## src/include/memSystem_config.svh

```systemverilog
`ifndef MEM_SYSTEM_CONFIG_SVH
`define MEM_SYSTEM_CONFIG_SVH

// cache geometry
`define MS_BLOCK_WIDTH 4
`define MS_CACHE_WIDTH 5

// backing memory of 256 lines of 16 bytes
`define MS_RAM_BLOCK_WIDTH 8
`define MS_MEM_LATENCY 4

// i/o window on address bits 17:16
`define MS_IO_REGION 2'd3
`define MS_IO_REG_COUNT 4

`endif
```

## src/verilog/memSystemPkg.sv

```systemverilog
package memSystemPkg;

  `include "memSystem_config.svh"

  typedef enum logic [1:0] {
    sizeNone = 2'b00,
    sizeByte = 2'b01,
    sizeHalf = 2'b10,
    sizeWord = 2'b11
  } accessSize_t;

  typedef struct packed {
    logic [31-`MS_CACHE_WIDTH-`MS_BLOCK_WIDTH:0] tag;
    logic [`MS_CACHE_WIDTH-1:0]                  index;
    logic [`MS_BLOCK_WIDTH-1:0]                  offset;
  } cacheAddr_t;

  typedef struct packed {
    logic [13:0] upper;
    logic [1:0]  region;
    logic [11:0] spare;
    logic [1:0]  regSel;
    logic [1:0]  byteSel;
  } ioAddr_t;

  typedef union packed {
    cacheAddr_t cache;
    ioAddr_t    io;
  } memAddr_u;

  typedef logic [(2 ** `MS_BLOCK_WIDTH) * 8 - 1:0] lineData_t;

  // low bytes covered by an access of this size
  function automatic logic [31:0] sizeMask(accessSize_t size);
    case (size)
      sizeByte: return 32'h0000_00ff;
      sizeHalf: return 32'h0000_ffff;
      sizeWord: return 32'hffff_ffff;
      default:  return 32'h0000_0000;
    endcase
  endfunction

endpackage

```

## src/verilog/accessHold.sv

```systemverilog
`include "memSystem_config.svh"

module accessHold (
  input  logic                      clkIn,
  input  logic                      resetIn,
  input  logic                      clearIn,
  input  memSystemPkg::accessSize_t accessType,
  input  logic                      readWriteIn,
  input  logic [31:0]               dataAddrIn,
  input  logic [31:0]               dataIn,
  input  logic                      accessDone,
  input  logic                      ioDone,
  output memSystemPkg::accessSize_t reqType,
  output logic                      reqReadWrite,
  output memSystemPkg::memAddr_u    reqAddr,
  output logic [31:0]               reqData,
  output logic                      ioSelect
);
  import memSystemPkg::*;

  accessSize_t heldType;
  logic        heldReadWrite;
  logic [31:0] heldAddr;
  logic [31:0] heldData;
  logic        strobe;
  accessSize_t mergedType;
  logic        flushRead;

  assign strobe       = (accessType != sizeNone);
  assign mergedType   = strobe ? accessType : heldType;
  assign reqReadWrite = strobe ? readWriteIn : heldReadWrite;
  assign reqAddr      = strobe ? dataAddrIn : heldAddr;
  assign reqData      = strobe ? dataIn : heldData;

  // wrong prediction kills a read but lets a write through
  assign flushRead = clearIn && (mergedType != sizeNone) && reqReadWrite;
  assign reqType   = flushRead ? sizeNone : mergedType;
  assign ioSelect  = (reqType != sizeNone) && (reqAddr.io.region == `MS_IO_REGION);

  always_ff @(posedge clkIn) begin
    if (resetIn) begin
      heldType <= sizeNone;
    end else if (flushRead || accessDone || ioDone) begin
      heldType <= sizeNone;
    end else begin
      heldType <= mergedType; // keeps pending request
    end
  end

  always_ff @(posedge clkIn) begin
    if (strobe) begin
      heldReadWrite <= readWriteIn;
      heldAddr      <= dataAddrIn;
      heldData      <= dataIn;
    end
  end

  // core waits for the response before the next strobe
  singleOutstanding: assert property (@(posedge clkIn) disable iff (resetIn)
    (heldType != sizeNone) |-> (accessType == sizeNone));

endmodule

```

## config.mk

```make
export PLATFORM = sky130hd
export DESIGN_NAME = accessHold
export DESIGN_NICKNAME = d
export VERILOG_FILES = /design/src/verilog/memSystemPkg.sv /design/src/verilog/accessHold.sv
export VERILOG_INCLUDE_DIRS = /design/src /design/src/include
export SDC_FILE = /design/constraint.sdc
export NUM_CORES = 1
export LEC_CHECK = 0
export ABC_AREA = 0
export BUFFER_PORTS_ARGS = -buffer_cell sky130_fd_sc_hd__buf_2
export CAP_MARGIN = 20
export CORE_AREA = 2 2 78 80
export CTS_BUF_LIST = sky130_fd_sc_hd__clkbuf_8 sky130_fd_sc_hd__clkbuf_16
export DETAILED_ROUTE_END_ITERATION = 10
export DIE_AREA = 0 0 80 82
export HOLD_SLACK_MARGIN = 0.1
export PLACE_DENSITY_LB_ADDON = 0.08
export SLEW_MARGIN = 20
export SYNTH_ARGS = -nofsm -noshare
export SYNTH_HDL_FRONTEND = slang
export SYNTH_SLANG_ARGS = --single-unit
```

## constraint.sdc

```tcl
create_clock -name clkIn -period 1.75 [get_ports clkIn]
set_clock_uncertainty 0.15 [all_clocks]
set_input_delay 0.35 -clock clkIn [delete_from_list [all_inputs] [get_ports clkIn]]
set_output_delay 0.35 -clock clkIn [all_outputs]
set_load 0.1 [all_outputs]
```

==> impl_metrics.json <==
{
  "drtIter0Drc": 41,
  "io_buffers": 139,
  "outcome": "complete, but fails checks",
  "p_total_mw": 4.933,
  "grt_pass1_wl_mm": 9.963,
  "ios": 140,
  "die_x_um": 80,
  "clock_path_buffers": 2,
  "wl_per_cell_um": 17.37,
  "ys_seq_area_share_pct": 56.24,
  "first_global_vias": 1944,
  "antenna_found_initial": 0,
  "critPathLaunchType": "input port",
  "leakage_nw": 2.305,
  "drc_errors": 0,
  "syn_inst": 152,
  "final_common_cell": "buf_12",
  "worstHoldPathType": "in -> reg",
  "ant_nets": 0,
  "ys_types": 17,
  "start_util_pct": 41.51,
  "slew_violations": 0,
  "cp_max_fo": 6,
  "ys.warnings.count": 0,
  "ir_drop_uv": 664.2,
  "endpoint_kind": "output port",
  "reg2reg_to": "heldType[1]",
  "cts_tree": "done",
  "clock_sinks": 67,
  "r2r-start": "heldReadWrite",
  "vias": 1869,
  "dp_hpwl_mm": 4.488,
  "core-area_um2": 5746,
  "worst_ep_arrival_time_ns": 1.51,
  "final_cell_mix": "buf_12, buf_2, dfxtp_1",
  "ys_seq_elements": 67,
  "cts_buffers": 9,
  "regArea_um2": 1343,
  "grt_max_degree": 15,
  "reg2reg_depth": 3,
  "finalWorstSetupSlack_ns": -0.2646,
  "diodes": 0,
  "vias_per_cell": 4.603,
  "drive_gt1_share_pct": 77.64,
  "crit_type": "in -> out",
  "rsz0062_at_grt": "yes",
  "finalCriticalPeriod_ns": 2.015,
  "hold_viol": 0,
  "finalWirelength_mm": 7.052,
  "finalCritPeriodShare_pct": 115.1,
  "relSlewSlack_pct": 84.36,
  "first_pass_iters": 4,
  "rrSetupSlack_ns": 0.62,
  "dieHeight_um": 82,
  "cts-root-buf": "clkbuf_8",
  "startpoint": "accessType[0]",
  "p_per_area_nw_per_um2": 1020,
  "setup_violations": 67,
  "track_usage_pct": 20.55,
  "fillers": 295,
  "synth_area_um2": 2385,
  "htreeDepth": 3,
  "syn_to_final_growth_pct": 102.8,
  "avgSynthCellArea_um2": 15.69,
  "synth_nets": 224,
  "fp-row-count": 28,
  "clk_pin_slew_ns": 0.07,
  "tightest_slew_ns": 0.2330,
  "globalplace.congestion": 0.7688,
  "clock_latency_ns": 0.33,
  "multi_input_area_um2": 1097,
  "dieArea_um2": 6560,
  "max_cap_violations": 0,
  "setup_tns_ns": -13.46,
  "nets": 398,
  "required_ns": 1.25,
  "violations": "negative setup slack",
  "clock.fmax_mhz": 496.4,
  "grt_remaining_overflow": 0,
  "worstSetupEndpoint": "reqData[20]"
}
[final cells by class]
cell class                      count  area share (%)
Timing Repair Buffer              170           44.22
Multi-Input combinational cell     77           22.69
Inverter                            1         0.07762
Clock inverter                      7          0.7503
Tap cell                           75           1.940
Clock buffer                        9           2.561
Sequential cell                    67           27.76
[worst min path at each step]
stage / startpoint / to / slack, ns / cells past startpoint
2_1_floorplan: accessType[0] / heldType[0] / 0.31 / 1
3_3_place_gp: heldAddr[20] / heldAddr[20] / 0.30 / 1
3_5_place_dp: heldAddr[11] / heldAddr[11] / 0.30 / 1
4_1_cts: dataIn[11] / heldData[11] / 0.11 / 2
5_1_grt: dataIn[5] / heldData[5] / 0.11 / 2
6_report: dataAddrIn[5] / heldAddr[5] / 0.12 / 2
[power breakdown]
group | internal [mW] | switching, mW
combinational | 0.862 | 1.31
sequential | 1.66 | 0.0422
clock | 0.495 | 0.563
[critical path: stages]
cell	delay, ns
buf_8	0.10
nor2_4	0.11
buf_4	0.16
buf_12	0.14
clkbuf_16	0.16
mux2_4	0.32
buf_12	0.17
[per-layer routing]
layer / vias to the layer above / global-route usage (%) / wire, um
met2: 85 / 34.42 / 3759
li1: 891 / - / -
met1: 882 / 23.94 / 2641
met5: - / 0 / 0
met3: 11 / 6.264 / 521
met4: 0 / 10.17 / 130
[kinds of logic after synthesis]
logic type | after synthesis | share of synthesized area [%]
flops | 67 | 56.24
simple gates | 5 | 1.312
compound gates | 7 | 2.518
buf+inv | 8 | 3.095
mux | 65 | 36.83
[flip-flops by register name (all words and copies together) (netlist names)]
name           cells
heldType           2
heldReadWrite      1
heldAddr          32
heldData          32
[stage by stage]
step / std cells / setup WS, ns / util (%) / cell area, um2 / hold WS (ns)
2_1_floorplan: 152 / -0.6375 / - / 2480 / 0.3062
3_3_place_gp: 372 / -0.2819 / 68.97 / 3963 / 0.2997
3_5_place_dp: 372 / -0.2982 / 68.97 / 3963 / 0.3029
4_1_cts: 398 / -0.2624 / 81.01 / 4654 / 0.1084
5_1_grt: 406 / -0.2982 / 84.17 / 4836 / 0.1105
6_report: 406 / -0.2646 / 84.17 / 4836 / 0.1231
[cell usage after synthesis, drive strengths merged]
cell type	instances	area share, %
dfxtp	67	56
mux2	65	37
buf	7	2.9
a31oi	2	0.52
nand2	2	0.31
a22oi	1	0.52
a311oi	1	0.37
a32o	1	0.42
inv	1	0.16
nor2	1	0.47
nor2b	1	0.26
o2111ai	1	0.37
o211ai	1	0.31
or3	1	0.26
[timing repair]
item / CTS / global route
pin swaps: 4 / 2
buffers inserted: 9 / 6
gates cloned: 2 / 3
hold buffers: 0 / 0
setup endpoints to repair: 68 / 68
resized for setup: 110 / 19
Note: power is estimated with default switching activity, not from simulation.
