[config.mk]
export PLATFORM = sky130hd
export DESIGN_NAME = peripheralPort
export DESIGN_NICKNAME = d
export VERILOG_FILES = /design/src/verilog/memSystemPkg.sv /design/src/verilog/peripheralPort.sv
export VERILOG_INCLUDE_DIRS = /design/src /design/src/include
export SDC_FILE = /design/constraint.sdc
export NUM_CORES = 1
export LEC_CHECK = 0
export BUFFER_PORTS_ARGS = -buffer_cell sky130_fd_sc_hd__clkbuf_2
export CORE_MARGIN = 1
export CORE_UTILIZATION = 30
export CTS_BUF_LIST = sky130_fd_sc_hd__clkbuf_8
export DETAILED_ROUTE_END_ITERATION = 8
export GPL_ROUTABILITY_DRIVEN = 0
export PLACE_DENSITY = 0.49
export SYNTH_ARGS = -nofsm -noshare
export SYNTH_HDL_FRONTEND = slang
export SYNTH_SLANG_ARGS = --single-unit
[constraint.sdc]
create_clock -name clkIn -period 3.35 [get_ports clkIn]
set_input_delay 0.5025 -clock clkIn [delete_from_list [all_inputs] [get_ports clkIn]]
set_output_delay 0.5025 -clock clkIn [all_outputs]
set_load 0.03 [all_outputs]
[src/include/memSystem_config.svh]
`ifndef MEM_SYSTEM_CONFIG_SVH
`define MEM_SYSTEM_CONFIG_SVH

// cache geometry
`define MS_BLOCK_WIDTH 4
`define MS_CACHE_WIDTH 5

// backing memory of 256 lines of 16 bytes
`define MS_RAM_BLOCK_WIDTH 8
`define MS_MEM_LATENCY 4

// i/o window on address bits 17:16
`define MS_IO_REGION 2'd3
`define MS_IO_REG_COUNT 4

`endif
[src/verilog/memSystemPkg.sv]
package memSystemPkg;

  `include "memSystem_config.svh"

  typedef enum logic [1:0] {
    sizeNone = 2'b00,
    sizeByte = 2'b01,
    sizeHalf = 2'b10,
    sizeWord = 2'b11
  } accessSize_t;

  typedef struct packed {
    logic [31-`MS_CACHE_WIDTH-`MS_BLOCK_WIDTH:0] tag;
    logic [`MS_CACHE_WIDTH-1:0]                  index;
    logic [`MS_BLOCK_WIDTH-1:0]                  offset;
  } cacheAddr_t;

  typedef struct packed {
    logic [13:0] upper;
    logic [1:0]  region;
    logic [11:0] spare;
    logic [1:0]  regSel;
    logic [1:0]  byteSel;
  } ioAddr_t;

  typedef union packed {
    cacheAddr_t cache;
    ioAddr_t    io;
  } memAddr_u;

  typedef logic [(2 ** `MS_BLOCK_WIDTH) * 8 - 1:0] lineData_t;

  // low bytes covered by an access of this size
  function automatic logic [31:0] sizeMask(accessSize_t size);
    case (size)
      sizeByte: return 32'h0000_00ff;
      sizeHalf: return 32'h0000_ffff;
      sizeWord: return 32'hffff_ffff;
      default:  return 32'h0000_0000;
    endcase
  endfunction

endpackage

[src/verilog/peripheralPort.sv]
`include "memSystem_config.svh"

module peripheralPort (
  input  logic                      clkIn,
  input  logic                      resetIn,
  input  memSystemPkg::accessSize_t reqType,
  input  logic                      reqReadWrite,
  input  memSystemPkg::memAddr_u    reqAddr,
  input  logic [31:0]               reqData,
  input  logic                      ioSelect,
  input  logic [31:0]               cacheDataOut,
  input  logic                      cacheOutValid,
  input  logic                      cacheWriteSuc,
  output logic                      ioDone,
  output logic [31:0]               dataOut,
  output logic                      dataOutValid,
  output logic                      dataWriteSuc
);
  import memSystemPkg::*;

  logic [31:0] ioReg [`MS_IO_REG_COUNT];
  logic [31:0] accessMask;
  logic [31:0] ioReadData;
  logic        ioReadValid;
  logic        ioWriteSuc;
  logic [$clog2(`MS_IO_REG_COUNT)-1:0] regSel;

  assign regSel     = reqAddr.io.regSel;
  assign accessMask = sizeMask(reqType);
  assign ioDone     = ioSelect; // accepted in the strobe cycle

  always_ff @(posedge clkIn) begin
    if (resetIn) begin
      ioReadValid <= 1'b0;
      ioWriteSuc  <= 1'b0;
      for (int i = 0; i < `MS_IO_REG_COUNT; i++) begin
        ioReg[i] <= 32'b0;
      end
    end else begin
      ioReadValid <= ioSelect && reqReadWrite;
      ioWriteSuc  <= ioSelect && !reqReadWrite;
      if (ioSelect && !reqReadWrite) begin
        ioReg[regSel] <= (ioReg[regSel] & ~accessMask) | (reqData & accessMask);
      end
    end
  end

  always_ff @(posedge clkIn) begin
    if (ioSelect && reqReadWrite) begin
      ioReadData <= ioReg[regSel] & accessMask;
    end
  end

  // only one side answers in any cycle
  assign dataOut      = ioReadValid ? ioReadData : cacheDataOut;
  assign dataOutValid = ioReadValid | cacheOutValid;
  assign dataWriteSuc = ioWriteSuc | cacheWriteSuc;

endmodule

==> results of run 1 <==
-- state kept, by name (all words and copies together), names as in the netlist --
register / flops
ioReg: 128
ioReadData: 32
ioReadValid: 1
ioWriteSuc: 1
-- worst max-delay path: stages (launching register included) --
cell and delay [ps]:
sky130_fd_sc_hd__dfxtp_2 930, sky130_fd_sc_hd__mux2_2 410, sky130_fd_sc_hd__clkbuf_2 200
-- cell families (layout without fill, tap and decap cells) --
group / Yosys count / after routing / share of synthesized area (%)
buf+inv: 52 / 164 / 3.19
flops: 162 / 162 / 62.0
mux: 88 / 88 / 12.4
simple gates: 219 / 219 / 14.3
compound gates: 87 / 87 / 8.10
-- cell usage in the layout (no fill, tap or decap), drive strengths merged, types with 2 or more instances in the layout --
master,count
o21ai,8
mux2i,15
inv,7
a211oi,23
clkinv,5
clkbuf,126
mux2,73
or3,2
a221oi,4
edfxtp,160
nor2,91
bufinv,2
o31ai,8
o21a,4
and2,11
nand2b,12
nor3,86
a21oi,16
nor2b,9
a222oi,4
clkinvlp,2
dfxtp,2
or2,3
buf,22
o2bb2ai,5
o22ai,10
-- worst min path at each step --
| stage | end | depth (start not counted) | slack, ps |
|---|---|---|---|
| detailed placement | ioReadData[13] | 2 | 650 |
| CTS | ioReadValid | 2 | 280 |
| global route | ioReadValid | 2 | 290 |
| finish | ioReadValid | 2 | 310 |
| global placement | ioReadData[13] | 2 | 650 |
| floorplan | ioReadValid | 1 | 570 |
-- metrics by stage --
step	worst slack [ps]	power, mW	area (sq um)	hold slack [ps]	instances
after floorplan	741	2.77	7820	574	608
after global placement	819	2.95	8710	648	1018
after detailed placement	812	2.96	8710	648	1018
after CTS	727	4.35	9090	279	1050
after global routing	656	4.48	9090	294	1050
final	819	4.31	9090	308	1050
-- routing by layer --
| metal | track usage (%) | part of all wire, % |
|---|---|---|
| met5 | 0 | 0 |
| met3 | 2.62 | 4.1 |
| met2 | 25.9 | 50 |
| met4 | 5.35 | 1.5 |
| met1 | 20.3 | 45 |
-- final cells by class --
| class | instances | area [sq um] |
|---|---|---|
| inverter | 3 | 11.3 |
| sequential | 162 | 4850 |
| clock inverter | 13 | 120 |
| tap | 330 | 413 |
| clock buffer | 19 | 262 |
| multi-input combinational | 394 | 2730 |
| timing repair buffer | 129 | 713 |
| fill | 2508 | 16300 |
-- power groups by stage --
stage	combinational, mW	clock [mW]	sequential (mW)
global placement	0.549	0	2.40
global route	0.601	1.51	2.37
detailed placement	0.554	0	2.41
finish	0.550	1.40	2.36
floorplan	0.378	0	2.39
CTS	0.557	1.43	2.36
==> run summary, run 1 <==
The flow ran to the end, and the final reports show no timing, DRC or antenna violations. The internal power of the cells totals between 3 and 4 mW. Entering global routing, the biggest net connects between 60 and 70 pins.

The number of synthesized flops with an enable pin came out at 160. The most numerous cell in the Yosys netlist is sky130_fd_sc_hd__edfxtp_1. The aggregate global-route resource usage is ~16%. The number of library cell types mapped by synthesis came out at 38. The first-pass GRT wire length came out at ~31000 um.

In this run the critical register-to-register path is captured at ioReg[0][4]. After detailed routing, the number of remaining DRC violations is 0. The total of buffers placed on input and output ports is about 110. The top cell type by area accounts for about three fifths of the synthesized area. The post-synthesis net count came out at ~700.

The synthesized area came out at slightly below 0.008 sq mm. The floorplan step set the die width to roughly 160 um. Before antenna repair, the detailed router went through 5 iterations. In the synthesized netlist the async set-or-reset flop fraction comes to 0%. The count of yosys warnings during synthesis came out at 0.

The largest total area in the synthesized netlist belongs to sky130_fd_sc_hd__edfxtp_1. The maximum clock skew at final layout came out at 13.6 ps. The number of instances in the synthesized netlist is 608. The worst endpoint required time is 2850 ps.

For this design the total switching power over the nets is approximately 1.1 mW. The number of antenna violations at the first check in global routing came to 0. The worst setup path is launched from a register.

The cell chosen for the clock root is sky130_fd_sc_hd__clkbuf_8. Setup repair after global routing left no endpoint under its margin. The total number of clock tree sinks is approximately 160. The worst register-to-register path has a setup slack of 1770 ps. Clock tree synthesis inserted a total of 17 buffers. The starting DRC count in detailed routing is ~260. The category of the worst setup path capture point is a primary output. The combinational power share came out at 12.8%. Cells fill a little over a third of the core in the end.

Measured against its own limit, the worst slew margin works out to about a third. The switching share of power is between 20% and 30%. The share of the Yosys chip area taken by registers is roughly three fifths. Global routing finished with a remaining overflow of 0. Once the floorplan was initialized, standard cells occupied a little under a third of the core. The H-tree depth came out at 4. The final wirelength is around 20000 um. The static leakage is roughly 3.4 nW. The count of standard-cell rows came out at 58. The highest clock frequency the design can meet is about 400 MHz. The share of total power dissipated in the clock network is between 30 and 40%. Post-CTS timing repair inserted 0 buffers for setup. The maximum fanout count along the critical path is 33.

The hold-fix buffer count after cts is 0. The total count of hold-check failures in the final report is 0. Clock latency on the worst-skew pair, taken at its later pin, is 450 ps. The largest voltage drop on the vdd net is approximately 0.21 mV. The final count of negative-setup-slack endpoints came out at 0. The fraction of power consumed by sequential logic came out at a little over half. Setup total negative slack on the finished layout was measured at 0 ps. The cell count of the worst reg-to-reg path came out at 3. The start point of the critical path is ioReadValid.

Max-cap violations in this run came to 0. The final critical delay including setup and external delays is around 2500 ps. The vertical die dimension is ~160 um.

The critical path ends at dataOut[4]. For the pin with the worst max-slew slack, the measured transition is just under 1000 ps. The number of global-route vias before repair came to around 5300. In the synthesized netlist the dominant register cell turns out to be sky130_fd_sc_hd__edfxtp_1.

The maximum clock insertion buffer count came out at 2. The worst hold path begins at resetIn. The startpoint identified for the worst register-to-register timing path is ioReg[2][4]. Each instance of the synthesized netlist takes up on average around 13 sq um. The clock-pin transition on the worst setup and hold timing paths came out at about 90 ps. The share of layout cells above drive strength 1 is roughly 36%.

The overall via count from detail_route came out at 5287. The repair_antennas step left the layout with diodes totalling 0. The type of the most critical hold path is in -> reg. The count of nets after finishing is roughly 810. The arrival time at the worst endpoint is roughly 2000 ps. The count of nets left with antenna violations after detail routing is 0. The average via count per standard cell is 5.04. 139 I/O pins were placed.

The share of the cycle needed by the critical path after routing came out at about three quarters. The standard cell core area is 0.0254 sq mm. The max-slew violation count is 0. In the final routed layout, each cell accounts on average for around 19 um. TritonCTS built the clock tree. By area the synthesized netlist is led by sky130_fd_sc_hd__edfxtp_1 61%, sky130_fd_sc_hd__mux2_2 9.9%, sky130_fd_sc_hd__nor3_1 4.5%. The number of gates given a new drive strength after cts came out at 0. The die covers 0.0267 sq mm.

Counting instances in the post-synthesis netlist gives the leading cell types as 160 x sky130_fd_sc_hd__edfxtp_1, 91 x sky130_fd_sc_hd__nor2_1, 71 x sky130_fd_sc_hd__nor3_1. The area growth from synthesis to final layout is 16.4%. The setup path with the least slack is of type reg -> out. The synthesized design contains around 160 register bits.

The power per cell area came out at roughly 470 mW/mm^2. The total half-perimeter wirelength after legalization and detailed placement came out at 11900 um.
Power figures use the tool's default switching activity.
==> inputs of run 2 (changes only) <==
Settings changed: ABC_AREA from default to 1, PLACE_DENSITY 0.49 to 0.51.
Clock period 3.35 ns to 2.2 ns, I/O delays scaled along.
==> run 2 against run 1 <==
  * Synthesized cell count is 39% higher
  * Final cell count rose by 22%
  * First-iteration DRC count up 5.0%
  * Clock skew decreased by 3.3 ps
  * Sequential share of layout area is 0.86 points higher
  * Largest cell class unchanged
  * Wire length shrank 12%
  * Setup slack worse by 530 ps
  * Worst hold slack got worse by 250 ps
  * Critical path depth grew 3
==> run summary, run 2 <==
Sorting the synthesized cells by area gives the leading types as sky130_fd_sc_hd__edfxtp_1 63%, sky130_fd_sc_hd__nand2_1 16%, sky130_fd_sc_hd__nor2_1 9.6%. The cell type contributing the most total cell area after synthesis is sky130_fd_sc_hd__edfxtp_1. The final instance area is 0.00895 sq mm (-1.6%). In the synthesized netlist, the cells that appear most often are 328 x sky130_fd_sc_hd__nand2_1, 194 x sky130_fd_sc_hd__nor2_1, 160 x sky130_fd_sc_hd__edfxtp_1. The main combinational cell family by area after synthesis is simple AND/OR/NAND/NOR gates. The number of antenna violations at the first check in global routing came out at 0 (unchanged).

The xor and xnor fraction of the mapped netlist area came to 0% (unchanged). The proportion of register bits with asynchronous set or reset after synthesis is 0% (unchanged). The count of nets after finishing is 1048 (+29%). The overall overflow remaining after global route came out at 0 (unchanged). The total of buffers placed on input and output ports is 108 (unchanged). The largest registers in the layout are ioReg (128), ioReadData (32). The headroom to the max-slew limit is 52.7% (+18 points). The first-pass GRT wire length came to 28500 um (-6.7%).

The clock-pin transition on the worst setup and hold timing paths is 80 ps (about the same). The post-synthesis sequential area ratio came out at 63.8% (+1.8 points). The total iterations of the first detailed-routing run was 5 (unchanged).

The average via count per standard cell is 4.37 (-13%). The count of placed standard cells in the final layout, fillers left out came out at 1281 (+22%). The cell count of the worst hold path is 2 (unchanged). The count of yosys warnings during synthesis was 0 (unchanged). The slew of the pin with the lowest slew margin is 709 ps (-268 ps). The arrival time at the worst endpoint is 1580 ps (-450 ps). The share of layout cells above drive strength 1 is 17.7% (-18 points). The post-synthesis net count is 948 (+33%). The count of nets left with antenna violations after detail routing came out at 0 (unchanged). The synthesized area is 0.00759 sq mm (-2.9%).

Leaving out fill and tap cells, the most frequent cell in the layout is sky130_fd_sc_hd__nand2_1. The maximum clock skew at final layout is 10.2 ps (-3.34 ps). The H-tree depth was 4 (unchanged).

The number of buffers created by CTS came out at 17 (unchanged). The final wirelength is 17700 um (-12%). The flip-flop count of the largest register after layout came out at 128 (unchanged). The final critical delay including setup and external delays is 1910 ps. The total placed cells including tap cells was 1249 (+23%). The vertical die dimension is 161 um (-1.4%). The x dimension of the die is 161 um (-1.4%). The cell count of the worst reg-to-reg path came to 6 (+3). The top cell types in the final layout, fill and taps aside, are 328 x sky130_fd_sc_hd__nand2_1, 194 x sky130_fd_sc_hd__nor2_1, 160 x sky130_fd_sc_hd__edfxtp_1.

The worst setup path is captured at a primary output. The area of the die was 0.0259 sq mm (-2.8%). Timing would allow up to roughly 520 MHz. The portion of synthesized cell area occupied by the leading cell type came out at 63.3% (+1.8 points).

The run finished with clean final reports. The static leakage came out at 3.97 nW (+16%). The count of standard-cell rows came to 57 (-1.7%).

The total placed instance area is 0.00852 sq mm (-2.2%). Setup repair after global routing left no endpoint under its margin. The final count of negative-setup-slack endpoints is 0 (unchanged). The maximum clock insertion buffer count came out at 2 (unchanged). Counting flops per register, the top entry is ioReg. The number of placed I/O pins is 139 (unchanged).

The number of setup buffers added after CTS came out at 0 (unchanged). The cell chosen for the clock root is sky130_fd_sc_hd__clkbuf_8. The effective utilization at floorplan was 30.9% (+0.17 points).

The total half-perimeter wirelength after legalization and detailed placement was 10600 um (-12%). The average routed wire per standard cell came out at 13.8 um (-28%). The synthesized area per cell came to 8.99 sq um (-30%). The standard cell core area is 0.0245 sq mm (-3.4%).

The number of instances in the synthesized netlist came out at 844 (+39%). The total of flip-flops plus latches after synthesis came to 162 (unchanged). The worst hold path belongs to the class in -> reg.

The largest voltage drop on the vdd net is 0.356 mV (+69%). The starting DRC count in detailed routing is 274 (+5.0%). The clock latency reported for the late side of the worst-skew pair came out at 440 ps (about the same). The overall via count from detail_route came out at 5602 (+6.0%). The simple-gate share of the synthesized area came out at 30.6% (+16 points). The classification of the worst setup path is reg -> out. In the post-synthesis netlist, the cell with the most instances is sky130_fd_sc_hd__nand2_1. The adder-cell share of the synthesized area is 0% (unchanged).

From synthesis to final layout, the design area changed by 17.9%. The proportion of synthesized area in mux cells came out at 0% (-12 points). The number of synthesized flops with an enable pin is 160 (unchanged). Of the available clock period, the critical path in the final layout requires between 80 and 90%.

The total count of hold-check failures in the final report came out at 0 (unchanged). The pin count of the biggest net entering global routing is 68 (+9.7%). TritonCTS built the clock tree. The critical path launch point type is a register. The total number of clock tree sinks is 162 (unchanged). The maximum fanout count along the critical path is 16 (-52%). The max-slew violation count is 0 (unchanged). The DRC violations left came out at 0 (unchanged). The number of library cell types mapped by synthesis is 16 (-58%). The total negative slack came out at 0 ps (unchanged). The antenna cell count is 0 (unchanged). The power per cell area came out at 741 mW/mm^2 (+56%). The number of global-route vias before repair is 5329 (-0.32%).

The count of max-cap constraint violations came out at 0 (unchanged). The worst endpoint required time came out at 1870 ps (-980 ps). The aggregate global-route resource usage is 14.4% (-1.1 points). The compound-gate portion of the synthesized area is 0% (-8.1 points). Among all flip-flop cells after synthesis, the most frequent one is sky130_fd_sc_hd__edfxtp_1.
## run 2: changes by cell type in the layout (fill, tap and decap cells not counted), moves of 15 or more
cell / before / now
sky130_fd_sc_hd__a211oi_1: 23 / 0
sky130_fd_sc_hd__a21oi_1: 16 / 0
sky130_fd_sc_hd__inv_1: 6 / 37
sky130_fd_sc_hd__mux2_2: 69 / 0
sky130_fd_sc_hd__mux2i_1: 15 / 0
sky130_fd_sc_hd__nand2_1: 1 / 328
sky130_fd_sc_hd__nand3_1: 1 / 65
sky130_fd_sc_hd__nor2_1: 91 / 194
sky130_fd_sc_hd__nor3_1: 71 / 0
sky130_fd_sc_hd__nor3_2: 15 / 0
## run 2: layout make-up
class / count / area [sq um]
Multi-Input combinational cell: 592 / 2320
Fill cell: 2545 / 15600
Sequential cell: 162 / 4850
Timing Repair Buffer: 131 / 801
Clock buffer: 17 / 234
Tap cell: 324 / 405
Clock inverter: 15 / 191
Inverter: 40 / 153
## run 2: logic make-up after synthesis
logic type / after synthesis
flip-flops: 162
buffers and inverters: 90
AND/OR/NAND/NOR: 592
## run 2: what timing repair did
item                                    4_1_cts  5_1_grt
hold buffers                                  0        0
gates resized for setup                       0        1
endpoints found under the setup margin        0       16
## run 2: layer usage
layer / vias up / part of all wire (%) / GRT usage, %
met1: 2600 / 46 / 18.1
li1: 2892 / - / -
met2: 102 / 50 / 25.2
met3: 8 / 4.0 / 2.88
met4: 0 / 0.51 / 3.77
met5: - / 0 / 0
## run 2: stage by stage
step	hold slack [ps]	util (%)	total power, mW	worst slack (ps)
floorplan	402	-	4.11	112
global placement	523	34.7	4.37	395
detailed placement	523	34.7	4.38	357
CTS	33.6	36.5	6.71	43.4
global route	32.6	36.5	6.93	124
finish	53.6	36.5	6.63	294
## run 2: final timing paths
kind / startpoint / to / slack (ps)
setup / recovery: ioReadValid / dataOut[1] / 290
hold reg to reg: ioReg[2][23] / ioReadData[23] / 680
setup reg to reg: ioReg[2][4] / ioReg[0][4] / 1030
hold / removal: resetIn / ioReadValid / 50
## run 2: critical path: stages, from the launching register on
cell and delay [ps]:
sky130_fd_sc_hd__dfxtp_2 400, sky130_fd_sc_hd__inv_1 140, sky130_fd_sc_hd__buf_4 250, sky130_fd_sc_hd__nand2_1 80, sky130_fd_sc_hd__nand2_1 60, sky130_fd_sc_hd__clkbuf_2 190
## run 2: report_power, final
group | switching, mW | internal, mW | total [mW]
sequential | 0.0331 | 3.53 | 3.56
clock | 1.11 | 1.23 | 2.34
combinational | 0.503 | 0.227 | 0.730
